File: src/common/lj_pkg.sv
// LJ force unit shared definitions
`default_nettype none

package lj_pkg;

	// Lane count and particle data widths
	localparam int NUM_FILTER = 4;
	localparam int LANE_W = $clog2(NUM_FILTER);
	localparam int ID_W = 12;
	localparam int COORD_W = 16;
	localparam int D_W = 17;
	localparam int R2_W = 36;

	// Pairs pass only strictly below this squared distance
	localparam int CUTOFF_2 = 16384;
	localparam int IDX_W = 14;

	// Lookup index fields, seg/bin/frac from msb down
	localparam int SEG_W = 2;
	localparam int BIN_W = 4;
	localparam int FRAC_W = 8;
	localparam int LOOKUP_NUM = 64;

	// Lane buffer geometry
	localparam int BUF_DEPTH = 8;
	localparam int BUF_AW = 3;

	// Pipeline latencies in cycles
	localparam int R2_LAT = 3;
	localparam int FORCE_LAT = 4;

	// Force datapath widths
	localparam int MAG_W = 16;
	localparam int FORCE_W = 32;

	typedef struct packed {
		logic [SEG_W-1:0] seg;
		logic [BIN_W-1:0] bin;
		logic [FRAC_W-1:0] frac;
	} r2_idx_t;

	// Same bits, raw r2 on the filter side, table index on the force side
	typedef union packed {
		logic [IDX_W-1:0] raw;
		r2_idx_t idx;
	} r2_word_t;

	// Force magnitude table, (64 - a)^2, entry 64 is zero
	function automatic logic signed [MAG_W-1:0] lj_table(input int a);
		return MAG_W'((LOOKUP_NUM - a) * (LOOKUP_NUM - a));
	endfunction

endpackage

`default_nettype wire

File: src/lj_force_pipeline.sv
// LJ force interpolation pipeline
`timescale 1ns/1ps
`default_nettype none

module lj_force_pipeline
(
	input  logic clk,
	input  logic rst,
	input  logic pair_valid,
	input  lj_pkg::r2_word_t pair_r2,
	input  logic signed [lj_pkg::D_W-1:0] pair_dx,
	input  logic signed [lj_pkg::D_W-1:0] pair_dy,
	input  logic signed [lj_pkg::D_W-1:0] pair_dz,
	output logic force_valid,
	output logic signed [lj_pkg::FORCE_W-1:0] force_x,
	output logic signed [lj_pkg::FORCE_W-1:0] force_y,
	output logic signed [lj_pkg::FORCE_W-1:0] force_z
);
	import lj_pkg::*;

	logic s1_valid, s2_valid, s3_valid;
	logic [SEG_W+BIN_W-1:0] addr;
	logic signed [MAG_W-1:0] s1_t0, s1_t1, s2_mag, mag_next;
	logic [FRAC_W-1:0] s1_frac;
	logic signed [D_W-1:0] s1_dx, s1_dy, s1_dz, s2_dx, s2_dy, s2_dz;
	logic signed [MAG_W:0] diff;
	logic signed [MAG_W+FRAC_W+1:0] interp;
	logic signed [FORCE_W-1:0] s3_fx, s3_fy, s3_fz;

	// Table address a = seg*16 + bin
	assign addr = {pair_r2.idx.seg, pair_r2.idx.bin};

	// Stage 2 first-order interpolation between entries a and a+1
	assign diff = s1_t1 - s1_t0;
	assign interp = diff * $signed({1'b0, s1_frac});
	assign mag_next = s1_t0 + MAG_W'(interp >>> FRAC_W);

	always_ff @(posedge clk)
	begin
		// Stage 1 table fetch
		s1_t0 <= lj_table(int'(addr));
		s1_t1 <= lj_table(int'(addr) + 1);
		s1_frac <= pair_r2.idx.frac;
		s1_dx <= pair_dx;
		s1_dy <= pair_dy;
		s1_dz <= pair_dz;
		s2_mag <= mag_next;
		s2_dx <= s1_dx;
		s2_dy <= s1_dy;
		s2_dz <= s1_dz;
		// Stage 3 scale the displacement
		s3_fx <= s2_mag * s2_dx;
		s3_fy <= s2_mag * s2_dy;
		s3_fz <= s2_mag * s2_dz;
		// Stage 4 output register
		force_x <= s3_fx;
		force_y <= s3_fy;
		force_z <= s3_fz;
		if (rst)
		begin
			s1_valid <= 1'b0;
			s2_valid <= 1'b0;
			s3_valid <= 1'b0;
			force_valid <= 1'b0;
		end
		else
		begin
			s1_valid <= pair_valid;
			s2_valid <= s1_valid;
			s3_valid <= s2_valid;
			force_valid <= s3_valid;
		end
	end

	// Interpolated magnitude stays between its two table entries
	a_mag_bounded: assert property (@(posedge clk) disable iff (rst)
		s1_valid |-> (mag_next <= s1_t0) && (mag_next >= s1_t1));

endmodule

`default_nettype wire

File: config.mk
export PLATFORM = sky130hd
export DESIGN_NAME = lj_force_pipeline
export DESIGN_NICKNAME = d
export VERILOG_FILES = /design/src/common/lj_pkg.sv /design/src/lj_force_pipeline.sv
export SDC_FILE = /design/constraint.sdc
export NUM_CORES = 2
export LEC_CHECK = 0
export BUFFER_PORTS_ARGS = -buffer_cell sky130_fd_sc_hd__buf_4
export CORE_MARGIN = 2
export CORE_UTILIZATION = 59
export CTS_CLUSTER_DIAMETER = 150
export DETAILED_ROUTE_END_ITERATION = 6
export GPL_TIMING_DRIVEN = 0
export PLACE_DENSITY = 0.86
export SETUP_SLACK_MARGIN = 0.2
export SYNTH_ARGS = -nofsm -noshare
export SYNTH_HDL_FRONTEND = slang
export SYNTH_SLANG_ARGS = --single-unit
File: constraint.sdc
create_clock -name clk -period 7.25 [get_ports clk]
set_clock_uncertainty 0.05 [all_clocks]
set_input_delay 1.45 -clock clk [delete_from_list [all_inputs] [get_ports clk]]
set_output_delay 1.45 -clock clk [all_outputs]
set_load 0.05 [all_outputs]
# Word level (Yosys, flattened, before mapping)
# Cells that the tools add are included.
# totals
input_bits,68
reg_bits,354
# classes
n_addsub,5
n_mul,6
# op_table
cell,count
multiplier 16 x 17 -> 32 bit,3
multiplier 8 x 8 -> 16 bit,2
multiplier 17 x 9 -> 24 bit,1
subtractor 16 x 16 -> 17 bit,1
adder 16 bit,1
subtractor 7 x 6 -> 8 bit (first input constant),1
subtractor 7 x 7 -> 8 bit (first input constant),1
adder 6 x 1 -> 7 bit (second input constant),1

# Longest topological paths before layout
# logic_depth
depth_word,3
depth_mapped,38

# Worst setup path before layout
# No wires, ideal clock.
# synth_path
path_kind,register to register
start,reg s1_t0[0]
end,reg s2_mag[15]
slack_ns,-0.733
path_stages_with_launch,38
period_less_slack_ns,7.983
arrival_time_ns,7.812
path_cell_list,dfxtp_1 -> ha_1 -> fa_1 -> nor2b_1 -> o21ai_0 -> a21boi_0 -> o21ai_0 -> a21boi_0 -> o21a_1 -> o21a_1 -> o21ai_0 -> a211oi_1 -> nand2_1 -> fa_1 -> inv_1 -> fa_1 -> fa_1 -> inv_1 -> (+2 left out) -> ha_1 -> and4_1 -> and3_1 -> o31a_1 -> o21ai_0 -> nand2b_1 -> xor2_1 -> ha_1 -> o21ai_0 -> nand2b_1 -> a21oi_1 -> nor2_1 -> a31o_2 -> o41ai_2 -> o21a_1 -> o21ai_0 -> xnor2_1 -> xnor2_1
# synth_between
elab_chain_cells,3
# synth_rtl
element,line_no,source
from (decl),lj_force_pipeline.sv:23,"logic signed [MAG_W-1:0] s1_t0, s1_t1, s2_mag, mag_next;"
from (signal assigned),lj_force_pipeline.sv:41,s1_t0 <= lj_table(int'(addr));
subtractor 16 x 16 -> 17 bit,lj_force_pipeline.sv:34,assign diff = s1_t1 - s1_t0;
multiplier 17 x 9 -> 24 bit,lj_force_pipeline.sv:35,"assign interp = diff * $signed({1'b0, s1_frac});"
adder 16 bit *,lj_force_pipeline.sv:36,assign mag_next = s1_t0 + MAG_W'(interp >>> FRAC_W);
named net mag_next[15],lj_force_pipeline.sv:23,
to (signal assigned),lj_force_pipeline.sv:47,s2_mag <= mag_next;
to (decl),lj_force_pipeline.sv:23,
# The timed path passes the listed nets; every way through them passes the cells marked *.
# A chain may end at the register's enable or synchronous reset.

# Worst setup path in the final report
# layout_path
start,reg s1_t1[2]
end,reg s2_mag[15]
# layout_between
elab_chain_cells,3
# layout_rtl
element,line_no,source
from (decl),lj_force_pipeline.sv:23,
from (signal assigned),lj_force_pipeline.sv:42,s1_t1 <= lj_table(int'(addr) + 1);
subtractor 16 x 16 -> 17 bit,lj_force_pipeline.sv:34,
multiplier 17 x 9 -> 24 bit,lj_force_pipeline.sv:35,
adder 16 bit,lj_force_pipeline.sv:36,
named net mag_next[15],lj_force_pipeline.sv:23,
# The timed path passes the listed nets, and every way through them passes these cells.

==> impl_metrics.tcl <==
set metrics [dict create \
    rows 100 \
    route.met2.wl_um 56000 \
    fin_ws_ns -0.850 \
    fmax_mhz 123 \
    r2r-start "s1_t1[2]$_DFF_P_" \
    ios 165 \
    cts_buffers 40 \
    worstMarginPinSlew_ns 1.06 \
    critPathKind "reg -> reg" \
    final-hold-violation-count 0 \
    slew_violations 0 \
    r2r-end "s2_mag[15]$_DFF_P_" \
    final_common_cell "inv_1" \
    status "complete, but fails checks" \
    synth_warnings 0 \
    start_util 0.597 \
    fin_crit_ns 8.10 \
    ys_seq_area_frac 0.156 \
    num-fill-cells 5386 \
    avgRoutedWirePerCell_um 19.8 \
    grt_pass1_wl_um 182000 \
    grt.overflow.total 0 \
    syn_to_final_growth_pct 11.7 \
    critPathSlowestCell "fa_1" \
    first_pass_iters 6 \
    via_count 32400 \
    gp_congestion 1.00 \
    dieWidth_um 279 \
    htreeDepth 2 \
    drive_gt1_frac 0.105 \
    cp.arrival_ns 8.54 \
    die_y_um 279 \
    relSlewSlack 0.288 \
    start_kind "register" \
    cts-hold-fix-buffers 0 \
    cp_num_buf_inv 4 \
    setup_violations 7 \
    violations "negative setup slack" \
    m1WireLength_um 39400 \
    final_cell_mix "1090 x inv_1, 936 x fa_1, 538 x nand2_1" \
    finalCritPeriodShare 1.12 \
    clkSinkCount 348 \
    grt_usage 0.305 \
    tritoncts "done" \
    syn_avg_cell_area_um2 9.69 \
    top_layer_used "met5" \
    clk_pin_slew_ns 0.07 \
    r2r_cells 37 \
    reg2reg_slack_ns -0.85 \
    clockBufferDepth 3 \
    syn_inst 4594 \
    rsz0062_at_grt "true" \
    min_to "s2_dx[8]$_DFF_P_" \
    async_reset_ff_frac 0 \
    coreArea_um2 74600 \
    drc_errors 0 \
    synth_flop_cell "dfxtp_1" \
    synth.distinct_cells 60 \
    synth_seq_cells 348 \
    first_global_vias 35100 \
    nNetsFinal 6235 \
    grt_max_degree 15 \
    worstHoldStart "s1_dx[8]$_DFF_P_" \
    clockRootBuffer "clkbuf_16" \
    drv_cap 0 \
    viasPerCell 5.53 \
    min_path_type "reg -> reg" \
    io_buffers 163 \
    dieArea_um2 77700 \
    wl_met3_um 12000 \
    crit_family "adder cells" \
    hpwlAfterDp_um 90700 \
    synth_edf_count 0 \
    syn-cell-area_um2 44500 \
    holdWs_ns 0.270 \
    drtAntennaViolNets 0 \
    end_kind "register" \
    crit_start "s1_t1[2]$_DFF_P_" \
    drt_wl_total_um 116000 \
    critPathMaxFanout 4 \
    required_ns 7.69 \
    min_path_cells 0 \
    utilization 0.667 \
    drt_iter0_markers 2467 \
    cpPeakStageDelay_ns 0.52 \
    antenna_found_initial 7 \
    worstSkewPairLatency_ns 0.59 \
]
[worst register-to-register path, delay by kind of cell (launching register included)]
| kind | cells | cell delay, ns |
|---|---|---|
| buffers and inverters | 4 | 0.24 |
| xor gates and xnor gates | 3 | 0.63 |
| adders and majority gates | 7 | 2.98 |
| and+or+nand+nor | 7 | 0.89 |
| AOI/OAI and AO/OA | 16 | 2.82 |
| DFF | 1 | 0.40 |
[per-layer routing]
metal	global-route usage	vias up
met2	0.508	1687
li1	-	14000
met5	0	-
met3	0.0729	548
met1	0.358	16200
met4	0.186	4
[synthesized netlist by cell type, types with 2 or more instances]
master / n / area share
o41a_1: 2 / 0.00051
a211oi_1: 5 / 0.00084
clkbuf_1: 155 / 0.013
nor2_1: 100 / 0.0084
and3_1: 12 / 0.0017
nand4_1: 7 / 0.00098
o31a_1: 4 / 0.00079
o21a_1: 19 / 0.0032
o21bai_1: 22 / 0.0037
xnor2_1: 139 / 0.027
nand3_1: 15 / 0.0017
a221oi_1: 2 / 0.00039
o41ai_1: 2 / 0.00039
nor3b_1: 2 / 0.00034
o31ai_2: 2 / 0.00056
nor2b_1: 32 / 0.0045
and2_1: 387 / 0.054
or3_1: 5 / 0.00070
dfxtp_1: 348 / 0.16
o41ai_2: 3 / 0.0011
a21o_1: 49 / 0.0083
o21ai_1: 4 / 0.00045
nor3_1: 24 / 0.0027
a21boi_0: 3 / 0.00051
inv_1: 1098 / 0.093
ha_1: 370 / 0.10
xor2_1: 39 / 0.0077
or2_2: 6 / 0.00084
a31o_2: 4 / 0.00079
a211o_1: 7 / 0.0014
a21oi_1: 96 / 0.011
a31oi_1: 6 / 0.00084
nor4_1: 2 / 0.00028
fa_1: 939 / 0.42
nand2_1: 543 / 0.046
a41oi_1: 4 / 0.00079
or2_1: 2 / 0.00028
nand2b_1: 61 / 0.0086
o211ai_1: 3 / 0.00051
o21ba_2: 2 / 0.00045
o21ai_0: 50 / 0.0056
[how the worst max path moves through the flow]
| stage | to | cells past startpoint |
|---|---|---|
| after floorplan | s2_mag[15]$_DFF_P_ | 36 |
| after global placement | s2_mag[14]$_DFF_P_ | 34 |
| after detailed placement | s2_mag[14]$_DFF_P_ | 34 |
| after CTS | s2_mag[15]$_DFF_P_ | 37 |
| after global routing | s2_mag[15]$_DFF_P_ | 36 |
| final | s2_mag[15]$_DFF_P_ | 37 |
[timing repair]
action / 4_1_cts / 5_1_grt
endpoints found under the setup margin: 36 / 27
resized for setup: 111 / 243
setup buffers: 32 / 23
pin swaps: 42 / 25
[cells by family after synthesis]
| group | Yosys count | share of synthesized area |
|---|---|---|
| xor+xnor | 178 | 0.0350 |
| flops | 348 | 0.156 |
| fa+ha+maj | 1309 | 0.526 |
| compound gates | 300 | 0.0441 |
| simple gates | 1205 | 0.133 |
| other cells | 1 | 0.0000842 |
| buf+inv | 1253 | 0.106 |
[state kept, by name, indices dropped and copies added, names as in the netlist, 8 cells and up]
signal and count:
s2_dy 17, s1_t1 12, s1_t0 14, s1_frac 8
s1_dx 17, force_x 32, s2_dz 17, force_z 32
s3_fx 32, s3_fy 32, s1_dz 17, s3_fz 32
force_y 32, s1_dy 17, s2_mag 16, s2_dx 17
[through the flow]
stage,setup TNS (ns),area (µm²),worst slack (ns),instances
floorplan,-0.0192,44700,-0.0192,4598
global placement,-5.47,47100,-0.858,5730
detailed placement,-8.49,47100,-1.00,5730
CTS,-1.14,49100,-0.539,5831
global route,-5.31,49700,-1.13,5854
finish,-3.11,49700,-0.850,5862
[layout make-up]
class	count	area (µm²)	share of cell area
flip-flops and latches	348	7020	0.141
well taps	969	1210	0.0244
clock inverters	20	283	0.00568
diodes	8	20.0	0.000402
multi-input cells	2997	33500	0.673
clock buffers	49	1120	0.0224
inverters	1098	4130	0.0829
repair buffers	218	1660	0.0335
plain buffers	155	826	0.0166
Power is not shown: default switching activity piles up to over one toggle a cycle in this logic, so the estimate is an artifact.
